==> src/common/execute_pkg.sv <==
package execute_pkg;

  // width of a shift amount in bits
  localparam int XLEN_SHIFT = 5;

  typedef logic [31:0] word_t;
  typedef logic [4:0] reg_addr_t;

  ////////////////////////////////////////////////////////////////////////////
  // operation encodings

  typedef enum logic [3:0] {
    add, sub, and_op, or_op, xor_op, slt, sltu, sll, srl, sra
  } alu_op_t;

  typedef enum logic [2:0] {
    beq, bne, blt, bge, bltu, bgeu
  } branch_op_t;

  typedef enum logic [1:0] {
    div, divu, rem, remu
  } div_op_t;

  // slot 1 only ever carries nop or alu
  typedef enum logic [3:0] {
    nop, alu, lui, auipc, jal, jalr, branch, load, store, divide
  } slot_kind_t;

  typedef enum logic {
    run, divide_wait
  } stage_state_t;

  ////////////////////////////////////////////////////////////////////////////
  // instruction and result records

  typedef struct packed {
    slot_kind_t kind;
    alu_op_t alu_op;
    branch_op_t branch_op;
    div_op_t div_op;
    reg_addr_t rs1;
    reg_addr_t rs2;
    reg_addr_t rd;
    word_t imm;
    logic use_imm;
    word_t pc;
  } decoded_t;

  typedef struct packed {
    logic valid;
    reg_addr_t rd;
    logic wren;
    word_t wdata;
    word_t pc;
  } result_t;

  localparam decoded_t init_decoded = '{
    kind: nop, alu_op: add, branch_op: beq, div_op: div, rs1: '0, rs2: '0, rd: '0,
    imm: '0, use_imm: 1'b0, pc: '0
  };

  localparam result_t init_result = '{valid: 1'b0, rd: '0, wren: 1'b0, wdata: '0, pc: '0};

endpackage

==> src/common/forward_if.sv <==
`timescale 1ns/100ps

interface forward_if;
  import execute_pkg::*;

  logic rden1;
  logic rden2;
  reg_addr_t raddr1;
  reg_addr_t raddr2;
  word_t rfdata1;
  word_t rfdata2;
  word_t data1;
  word_t data2;

  modport stage (
    output rden1, rden2, raddr1, raddr2,
    input data1, data2
  );

  modport bypass (
    input rden1, rden2, raddr1, raddr2, rfdata1, rfdata2,
    output data1, data2
  );

endinterface

==> src/execute/execute_stage.sv <==
`timescale 1ns/100ps

module execute_stage (
  input logic clock,
  input logic reset,
  input logic issue_valid,
  input logic flush,
  input execute_pkg::decoded_t d0,
  input execute_pkg::decoded_t d1,
  forward_if.stage fwd0,
  forward_if.stage fwd1,
  input execute_pkg::word_t alu0_result,
  input execute_pkg::word_t alu1_result,
  input logic agu_taken,
  input execute_pkg::word_t agu_target,
  input execute_pkg::word_t agu_address,
  input logic agu_misaligned,
  input logic div_ready,
  input execute_pkg::word_t div_result,
  output execute_pkg::alu_op_t alu0_op,
  output execute_pkg::word_t alu0_a,
  output execute_pkg::word_t alu0_b,
  output execute_pkg::alu_op_t alu1_op,
  output execute_pkg::word_t alu1_a,
  output execute_pkg::word_t alu1_b,
  output execute_pkg::slot_kind_t agu_kind,
  output execute_pkg::branch_op_t agu_branch_op,
  output execute_pkg::word_t agu_rs1,
  output execute_pkg::word_t agu_rs2,
  output execute_pkg::word_t agu_imm,
  output execute_pkg::word_t agu_pc,
  output logic div_start,
  output execute_pkg::div_op_t div_op,
  output execute_pkg::word_t div_dividend,
  output execute_pkg::word_t div_divisor,
  output execute_pkg::result_t q0,
  output execute_pkg::result_t q1,
  output logic stall,
  output logic redirect,
  output execute_pkg::word_t target,
  output logic mem_read,
  output logic mem_write,
  output execute_pkg::word_t mem_address,
  output execute_pkg::word_t store_data,
  output logic exception
);
  import execute_pkg::*;

  stage_state_t state;
  logic present;
  logic is_divide;
  logic accept;
  logic squash;
  result_t r0;
  result_t r1;

  ////////////////////////////////////////////////////////////////////////////
  // operand fetch and unit inputs

  assign fwd0.rden1 = d0.kind inside {alu, jalr, branch, load, store, divide};
  assign fwd0.rden2 = (d0.kind == alu && !d0.use_imm) || d0.kind inside {branch, store, divide};
  assign fwd0.raddr1 = d0.rs1;
  assign fwd0.raddr2 = d0.rs2;
  assign fwd1.rden1 = d1.kind == alu;
  assign fwd1.rden2 = d1.kind == alu && !d1.use_imm;
  assign fwd1.raddr1 = d1.rs1;
  assign fwd1.raddr2 = d1.rs2;

  assign alu0_op = d0.alu_op;
  assign alu0_a = fwd0.data1;
  assign alu0_b = d0.use_imm ? d0.imm : fwd0.data2;
  assign alu1_op = d1.alu_op;
  assign alu1_a = fwd1.data1;
  assign alu1_b = d1.use_imm ? d1.imm : fwd1.data2;

  assign agu_kind = d0.kind;
  assign agu_branch_op = d0.branch_op;
  assign agu_rs1 = fwd0.data1;
  assign agu_rs2 = fwd0.data2;
  assign agu_imm = d0.imm;
  assign agu_pc = d0.pc;

  assign div_op = d0.div_op;
  assign div_dividend = fwd0.data1;
  assign div_divisor = fwd0.data2;

  ////////////////////////////////////////////////////////////////////////////
  // stall, redirect and memory record

  assign present = issue_valid && !flush;
  assign is_divide = present && d0.kind == divide;
  // in run the divider still shows the old result, so stall without looking at ready
  assign stall = (state == divide_wait) ? !div_ready : is_divide;
  assign div_start = (state == run) && is_divide;
  assign accept = present && !stall;

  assign exception = present && agu_misaligned;
  assign redirect = present && agu_taken && !agu_misaligned;
  assign target = agu_target;
  assign squash = redirect || exception;

  assign mem_read = present && d0.kind == load && !agu_misaligned;
  assign mem_write = present && d0.kind == store && !agu_misaligned;
  assign mem_address = agu_address;
  assign store_data = fwd0.data2;

  always_comb begin
    r0 = init_result;
    r0.valid = d0.kind != nop;
    r0.rd = d0.rd;
    r0.pc = d0.pc;
    r0.wren = d0.kind inside {alu, lui, auipc, jal, jalr, load, divide} && !agu_misaligned;
    case (d0.kind)
      jal, jalr: r0.wdata = d0.pc + 32'd4;
      lui: r0.wdata = d0.imm;
      auipc: r0.wdata = agu_address;
      divide: r0.wdata = div_result;
      default: r0.wdata = alu0_result;
    endcase
    r1 = init_result;
    r1.valid = d1.kind == alu;
    r1.rd = d1.rd;
    r1.pc = d1.pc;
    r1.wren = d1.kind == alu;
    r1.wdata = alu1_result;
  end

  always_ff @(posedge clock) begin
    if (reset == 1'b0) begin
      state <= run;
      q0 <= init_result;
      q1 <= init_result;
    end else begin
      q0 <= accept ? r0 : init_result;
      q1 <= (accept && !squash) ? r1 : init_result;
      case (state)
        run: state <= div_start ? divide_wait : run;
        divide_wait: state <= div_ready ? run : divide_wait;
        default: state <= run;
      endcase
    end
  end

  redirect_squash_check: assert property (@(posedge clock) disable iff (reset == 1'b0)
    redirect |=> !q1.valid);

endmodule

==> src/flat_wrapper.sv <==
// flat-port wrapper written by rule: the top's interface ports become plain ports
module execute_stage_flat import execute_pkg::*;
  (clock, reset, issue_valid, flush, d0, d1, alu0_result, alu1_result, agu_taken, agu_target, agu_address, agu_misaligned, div_ready, div_result, alu0_op, alu0_a, alu0_b, alu1_op, alu1_a, alu1_b, agu_kind, agu_branch_op, agu_rs1, agu_rs2, agu_imm, agu_pc, div_start, div_op, div_dividend, div_divisor, q0, q1, stall, redirect, target, mem_read, mem_write, mem_address, store_data, exception, fwd0_rden1, fwd0_rden2, fwd0_raddr1, fwd0_raddr2, fwd0_data1, fwd0_data2, fwd1_rden1, fwd1_rden2, fwd1_raddr1, fwd1_raddr2, fwd1_data1, fwd1_data2);
  forward_if fwd0_i ();
  forward_if fwd1_i ();
  input logic clock;
  input logic reset;
  input logic issue_valid;
  input logic flush;
  input execute_pkg::decoded_t d0;
  input execute_pkg::decoded_t d1;
  input execute_pkg::word_t alu0_result;
  input execute_pkg::word_t alu1_result;
  input logic agu_taken;
  input execute_pkg::word_t agu_target;
  input execute_pkg::word_t agu_address;
  input logic agu_misaligned;
  input logic div_ready;
  input execute_pkg::word_t div_result;
  output execute_pkg::alu_op_t alu0_op;
  output execute_pkg::word_t alu0_a;
  output execute_pkg::word_t alu0_b;
  output execute_pkg::alu_op_t alu1_op;
  output execute_pkg::word_t alu1_a;
  output execute_pkg::word_t alu1_b;
  output execute_pkg::slot_kind_t agu_kind;
  output execute_pkg::branch_op_t agu_branch_op;
  output execute_pkg::word_t agu_rs1;
  output execute_pkg::word_t agu_rs2;
  output execute_pkg::word_t agu_imm;
  output execute_pkg::word_t agu_pc;
  output logic div_start;
  output execute_pkg::div_op_t div_op;
  output execute_pkg::word_t div_dividend;
  output execute_pkg::word_t div_divisor;
  output execute_pkg::result_t q0;
  output execute_pkg::result_t q1;
  output logic stall;
  output logic redirect;
  output execute_pkg::word_t target;
  output logic mem_read;
  output logic mem_write;
  output execute_pkg::word_t mem_address;
  output execute_pkg::word_t store_data;
  output logic exception;
  output wire logic [$bits(fwd0_i.rden1)-1:0] fwd0_rden1;
  output wire logic [$bits(fwd0_i.rden2)-1:0] fwd0_rden2;
  output wire logic [$bits(fwd0_i.raddr1)-1:0] fwd0_raddr1;
  output wire logic [$bits(fwd0_i.raddr2)-1:0] fwd0_raddr2;
  input wire logic [$bits(fwd0_i.data1)-1:0] fwd0_data1;
  input wire logic [$bits(fwd0_i.data2)-1:0] fwd0_data2;
  output wire logic [$bits(fwd1_i.rden1)-1:0] fwd1_rden1;
  output wire logic [$bits(fwd1_i.rden2)-1:0] fwd1_rden2;
  output wire logic [$bits(fwd1_i.raddr1)-1:0] fwd1_raddr1;
  output wire logic [$bits(fwd1_i.raddr2)-1:0] fwd1_raddr2;
  input wire logic [$bits(fwd1_i.data1)-1:0] fwd1_data1;
  input wire logic [$bits(fwd1_i.data2)-1:0] fwd1_data2;
  assign fwd0_rden1 = fwd0_i.rden1;
  assign fwd0_rden2 = fwd0_i.rden2;
  assign fwd0_raddr1 = fwd0_i.raddr1;
  assign fwd0_raddr2 = fwd0_i.raddr2;
  assign fwd0_i.data1 = fwd0_data1;
  assign fwd0_i.data2 = fwd0_data2;
  assign fwd1_rden1 = fwd1_i.rden1;
  assign fwd1_rden2 = fwd1_i.rden2;
  assign fwd1_raddr1 = fwd1_i.raddr1;
  assign fwd1_raddr2 = fwd1_i.raddr2;
  assign fwd1_i.data1 = fwd1_data1;
  assign fwd1_i.data2 = fwd1_data2;
  execute_stage u_core (.clock(clock), .reset(reset), .issue_valid(issue_valid), .flush(flush), .d0(d0), .d1(d1), .fwd0(fwd0_i), .fwd1(fwd1_i), .alu0_result(alu0_result), .alu1_result(alu1_result), .agu_taken(agu_taken), .agu_target(agu_target), .agu_address(agu_address), .agu_misaligned(agu_misaligned), .div_ready(div_ready), .div_result(div_result), .alu0_op(alu0_op), .alu0_a(alu0_a), .alu0_b(alu0_b), .alu1_op(alu1_op), .alu1_a(alu1_a), .alu1_b(alu1_b), .agu_kind(agu_kind), .agu_branch_op(agu_branch_op), .agu_rs1(agu_rs1), .agu_rs2(agu_rs2), .agu_imm(agu_imm), .agu_pc(agu_pc), .div_start(div_start), .div_op(div_op), .div_dividend(div_dividend), .div_divisor(div_divisor), .q0(q0), .q1(q1), .stall(stall), .redirect(redirect), .target(target), .mem_read(mem_read), .mem_write(mem_write), .mem_address(mem_address), .store_data(store_data), .exception(exception));
endmodule
==> config.mk <==
export PLATFORM = sky130hd
export DESIGN_NAME = execute_stage_flat
export DESIGN_NICKNAME = d
export VERILOG_FILES = /design/src/common/execute_pkg.sv /design/src/common/forward_if.sv /design/src/execute/execute_stage.sv /design/src/flat_wrapper.sv
export SDC_FILE = /design/constraint.sdc
export NUM_CORES = 1
export LEC_CHECK = 0
export BUFFER_PORTS_ARGS = -buffer_cell sky130_fd_sc_hd__buf_2
export CELL_PAD_IN_SITES_DETAIL_PLACEMENT = 1
export CELL_PAD_IN_SITES_GLOBAL_PLACEMENT = 1
export CORE_AREA = 2 2 427 429
export CTS_BUF_LIST = sky130_fd_sc_hd__clkbuf_16
export DETAILED_ROUTE_END_ITERATION = 8
export DIE_AREA = 0 0 429 431
export MAX_ROUTING_LAYER = met4
export PLACE_DENSITY = 0.3
export SLEW_MARGIN = 20
export SYNTH_ARGS = -nofsm -noshare
export SYNTH_HDL_FRONTEND = slang
export SYNTH_SLANG_ARGS = --single-unit
==> constraint.sdc <==
create_clock -name clock -period 3.7 [get_ports clock]
set_input_delay 0.74 -clock clock [delete_from_list [all_inputs] [get_ports clock]]
set_output_delay 0.74 -clock clock [all_outputs]
set_load 0.1 [all_outputs]
### Yosys cells after proc, flatten, opt, wreduce, memory -nomap -nowiden

Index checks and enable logic that the tools add are counted.

| word-level totals | value |
|---|---|
| flip-flop bits (word level) | 142 |
| input bits | 481 |
| word-level logic and storage cells | 60 |

| operators by class | value |
|---|---|
| $add $sub $neg | 1 |
| equality and inequality tests | 10 |
| muxes and demuxes | 7 |
| bitwise gates (word level) | 1 |
| reductions and logical operators | 31 |

Operator list:

| kind | number |
|---|---|
| one-hot mux 32 bit (4 select lines) | 1 |
| 2-to-1 mux 32 bit | 2 |
| adder 32 x 3 -> 32 bit (second input constant) | 1 |
| equality test 4 x 3 -> 1 bit (second input constant) | 4 |
| logical AND 1 bit | 15 |
| equality test 4 x 1 -> 1 bit (second input constant) | 2 |
| equality test 4 x 2 -> 1 bit (second input constant) | 2 |
| equality test 4 bit (second input constant) | 2 |
| logical NOT 1 bit | 7 |
| nonzero test 7 bit | 1 |
| nonzero test 6 bit | 1 |
| AND reduction 2 bit | 2 |
| nonzero test 4 bit | 1 |
| 2-to-1 mux 1 bit | 3 |
| nonzero test 3 bit | 1 |
| logical OR 1 bit | 2 |
| one-hot mux 1 bit (2 select lines) | 1 |
| OR reduction 2 bit | 1 |
| inverter 1 bit | 1 |

### Longest topological paths before layout

| depth | value |
|---|---|
| depth in word-level cells | 8 |
| gate-level depth with buffers | 8 |
| depth with buffers taken out | 6 |

### Worst setup path after synthesis

OpenSTA, ideal clock, no wires.

| timing | value |
|---|---|
| path kind | input-to-output |
| from | in d1[91] (netlist name) |
| to | out fwd1_rden2 |
| arrival | 5.526 ns |
| data required time | 2.960 ns |
| setup slack | -2.566 ns |
| cell stages on the path | 2 |
| buffers on the path | 0 |
| cell sequence | nor4b_1 nor2b_1 |

| between the ends | value |
|---|---|
| word-level cells in the longest chain between the ends | 2 |

RTL lines:

| element | RTL line | RTL |
|---|---|---|
| start, declared | flat_wrapper.sv:11 | `input execute_pkg::decoded_t d1;` |
| equality test 4 x 1 -> 1 bit | execute_stage.sv:65 | `assign fwd1.rden2 = d1.kind == alu && !d1.use_imm;` |
| logical AND 1 bit | execute_stage.sv:65 |  |
| end, declared | flat_wrapper.sv:53 | `output wire logic [$bits(fwd1_i.rden2)-1:0] fwd1_rden2;` |

Every way passes these cells.

### Final worst setup path

| timing | value |
|---|---|
| from | in issue_valid |
| to | out redirect |

| between the ends | value |
|---|---|
| word-level cells in the longest chain between the ends | 3 |

RTL lines:

| element | RTL line | RTL |
|---|---|---|
| start, declared | flat_wrapper.sv:8 | `input logic issue_valid;` |
| logical AND 1 bit | execute_stage.sv:90 | `assign present = issue_valid && !flush;` |
| logical AND 1 bit (2 in a row) | execute_stage.sv:98 | `assign redirect = present && agu_taken && !agu_misaligned;` |
| end, declared | flat_wrapper.sv:39 | `output logic redirect;` |

Every way passes these cells.

==> results summary <==
Once routing completed, OpenROAD measured the worst setup slack at 0.4101 ns. For this block, wires on met1 add up to 37480 um. For this run, the number of Yosys warnings is 0. The later pin in the worst-skew pair is clocked with a latency of 0.50 ns. TritonCTS built the clock tree. The number of rows in the core area came out at 156. The pin count of the biggest net entering global routing is 71. The post-CTS clock slew at the launch and capture registers of the worst setup and hold paths came out at 0.08 ns. In this run the top signal layer used is met4. The register-to-register setup slack came out at 1.83 ns. For this configuration, the core starts out at a cell density of 5.215%. Using the TritonRoute via totals, the vias-per-cell ratio works out to 2.348. The number of standard cells after synthesis is 1073.

The combinational share of power came out at 44.7%. The post-CTS setup repair buffer count came out at 0. The signed area change from the synthesized netlist to the final layout is 54.15%. The pre-antenna-repair detailed-routing pass consisted of 4 iterations.

The netlist uses 60 different library cells. The count of nets left with antenna violations once routing finished came out at 0. After Yosys synthesis, full adders, half adders and majority gates account for 0.2663% of the synthesized area. The complex-gate fraction of the synthesized area is 8.869%.

The post-synthesis mux area share came out at 9.895%. The number of flops mapped to enable cells by yosys is 0. The power per unit of standard cell area came out at 414.6 nW/um^2. The count of cells along the worst register-to-register path is 6.

TritonCTS created 17 clock buffers. The final count of pins violating max slew came out at 0. Measured along the y axis, the die boundary spans 431 um. The most common cell in the synthesized netlist is sky130_fd_sc_hd__buf_4. The number of placed instances with taps included is 3806. The required arrival time at the worst endpoint came out at 2.96 ns. The number of ports placed on the die boundary is 1086. The number of synthesized register bits came out at 142. The global route total overflow is 0.

After synthesis, the largest family of logic cells by area is buffers and inverters. The number of DRC markers in iteration 0 is 477. Port buffering added 758 buffers. For this run, the register share of the synthesized area comes to 30.26%.

The worst register-to-register path begins at u_core.state$_SDFF_PN0_. When the netlist entered floorplanning its net count stood at 1556. The power share of the sequential group is 26.4%.

In the global route stage, overall resource usage came out at 10.48%. The proportion of layout cells with a drive suffix above 1 came out at 62.60%. The met3 wirelength from detailed routing came out at 7569 um. Along the worst hold path, the cell count comes to 2.

The worst setup path is launched from an input pin. The initial antenna violation count came out at 54. The number of nets in the layout is 1938.

The clock share of power came out at 28.9%. The final clock skew came out at 0.01708 ns. Setup violations remaining at the end of the flow were counted as 0. The number of sinks driven by the clock tree is 142. Across all hold checks on the routed design, the worst slack comes to 0.4364 ns. The switching power came out at 3.076 mW. CTS placed an instance of sky130_fd_sc_hd__clkbuf_16 at the clock tree root.

The final worst-path cycle share is 88.92%. The total half-perimeter wirelength after legalization and detailed placement came out at 89210 um. The critical path arrival is 2.55 ns. The synthesized area per cell came out at 8.756 sq um. The worst setup path is of the in -> out kind. The total length of routed met2 wires is 50860 um. The switching share of total power came out at 51.23%. Setup repair after global routing left no endpoint under its margin.

The die area came out at 184900 sq um. The peak clock frequency supported by timing is 0.3040 GHz. The final layout contains routed wiring with a total length of 98130 um. The last weighted congestion value of the routability-driven placer came out at 0.8874.

The first global-routing pass estimated 117700 um of wire. The final critical path time including I/O delays and setup is 3.290 ns. The synthesized-area fraction occupied by and/or/nand/nor cells is 15.46%. The post-layout instance count excluding filler cells came out at 3872. The core utilization of the finished layout came out at 8.039%. Of all flip-flops after synthesis, the portion carrying an async set or reset was 0%. Of all nets on the critical path, the largest fanout is 4. The flow ran to the end, and the final reports show no timing, DRC or antenna violations.

The min-delay analysis places its worst path in the category in -> reg. For this run, design rule violations remaining after detail routing come to 0. The pre-CTS setup slack is 0.1742 ns. The biggest area contributor in the post-synthesis netlist is sky130_fd_sc_hd__buf_4.

The via count of the first global-routing pass was 9008. The number of buffers inserted for hold repair after clock tree synthesis came out at 0. The total via count in the routed design is 9092. The headroom to the max-slew limit came out at 45.31%. The top flip-flop cell by instance count after synthesis is sky130_fd_sc_hd__dfxtp_1. The total standard cell area after synthesis came out at 9395 sq um. The number of max-cap violations came out at 0. The end point of the critical path is redirect. In this run the critical register-to-register path is captured at u_core.q0[63]$_SDFF_PN0_. The number of buffers on the longest clock path is 2. The CTS H-tree depth came out at 4. Measured along the x axis, the die boundary spans 429 um. The kind of end point of the critical path is an output pin. The internal power consumption came out at 2.928 mW.

The share of Yosys cell area claimed by the top area cell type is 31.24%. IR analysis of the VDD net gives a maximum drop of 0.0003727 V. The average wire per cell in the routed design came out at 25.34 um.

The xor-xnor portion of the synthesized cell area is 1.864%. The count of cells resized by post-cts repair is 0. The most critical setup path has its startpoint at issue_valid. For the pin with the worst max-slew slack, the measured transition is 0.8203 ns. By count the netlist is led by sky130_fd_sc_hd__buf_4 (391), sky130_fd_sc_hd__dfxtp_1 (142), sky130_fd_sc_hd__and2_1 (105), sky130_fd_sc_hd__mux2_2 (71), sky130_fd_sc_hd__clkbuf_1 (40).

The final number of hold-violating endpoints is 0. The placeable core region is 180200 sq um. In the post-synthesis netlist, the biggest area contributors are sky130_fd_sc_hd__buf_4 (31%), sky130_fd_sc_hd__dfxtp_1 (30%), sky130_fd_sc_hd__mux2_2 (8.5%). The leakage power summed over all cells is 6.184 nW.
## routing by layer
layer  vias to the layer above  GRT usage (%)
met4                         0          3.122
met2                       437          18.12
li1                       4043              -
met1                      4461          11.53
met3                       151          3.203
met5                         -              -
## power groups by stage
stage	clock network (mW)	logic (mW)	registers [mW]
floorplan	0	2.66	1.92
global placement	0	2.74	1.62
detailed placement	0	2.74	1.62
CTS	1.84	2.74	1.58
global route	1.87	2.77	1.59
finish	1.73	2.69	1.58
## sequential cells by signal, summed over array words and instances, names as in the netlist
name,count
u_core.q0,71
u_core.q1,70
u_core.state,1
## cell families after synthesis
family                     count (synthesis)
muxes                                     84
adders and majority gates                  2
xor gates and xnor gates                  20
and+or+nand+nor                          254
DFF                                      142
buffers and inverters                    442
AOI/OAI and AO/OA                        129
## cell type report
class / count / area [sq um]
Inverter: 7 / 26.28
Antenna cell: 34 / 85.08
Fill cell: 21550 / 165700
Tap cell: 2370 / 2965
Timing Repair Buffer: 798 / 4492
Sequential cell: 142 / 2843
Multi-Input combinational cell: 489 / 3512
Clock inverter: 15 / 133.9
Clock buffer: 17 / 425.4
## how the worst min path moves through the flow
stage | start | to
after floorplan | u_core.state$_SDFF_PN0_ | u_core.q0[32]$_SDFF_PN0_
after global placement | d1[7] | u_core.q1[7]$_SDFF_PN0_
after detailed placement | alu1_result[8] | u_core.q1[40]$_SDFF_PN0_
after CTS | d0[68] | u_core.q0[68]$_SDFF_PN0_
after global routing | alu1_result[15] | u_core.q1[47]$_SDFF_PN0_
final | d0[68] | u_core.q0[68]$_SDFF_PN0_
## critical path, cell delays in order
cell and delay, ns:
sky130_fd_sc_hd__buf_2 0.12, sky130_fd_sc_hd__nor2b_1 0.37, sky130_fd_sc_hd__nand2b_1 0.38, sky130_fd_sc_hd__nor2_1 0.45, sky130_fd_sc_hd__buf_4 0.19, sky130_fd_sc_hd__buf_4 0.29
## layout by cell type, fill, tap and decap left out, types with 10 or more instances in the layout
master                      count
sky130_fd_sc_hd__a221oi_1      10
sky130_fd_sc_hd__mux2_2        71
sky130_fd_sc_hd__clkbuf_16     17
sky130_fd_sc_hd__mux2i_1       13
sky130_fd_sc_hd__nor2_1        29
sky130_fd_sc_hd__diode_2       34
sky130_fd_sc_hd__xnor2_1       13
sky130_fd_sc_hd__nand2_1       33
sky130_fd_sc_hd__o21ai_0       32
sky130_fd_sc_hd__nor4_1        10
sky130_fd_sc_hd__buf_12        27
sky130_fd_sc_hd__nand3_1       15
sky130_fd_sc_hd__dfxtp_1      142
sky130_fd_sc_hd__buf_2        734
sky130_fd_sc_hd__buf_4         37
sky130_fd_sc_hd__and2_1       105
sky130_fd_sc_hd__a21oi_1       34
## through the flow
| stage | cell area [sq um] | setup TNS, ns | power (mW) |
|---|---|---|---|
| 2_1_floorplan | 9442 | -0.5766 | 4.586 |
| 3_3_place_gp | 13840 | 0 | 4.359 |
| 3_5_place_dp | 13840 | 0 | 4.356 |
| 4_1_cts | 14400 | 0 | 6.161 |
| 5_1_grt | 14460 | 0 | 6.235 |
| 6_report | 14480 | 0 | 6.004 |
(Power assumes the default switching activity.)
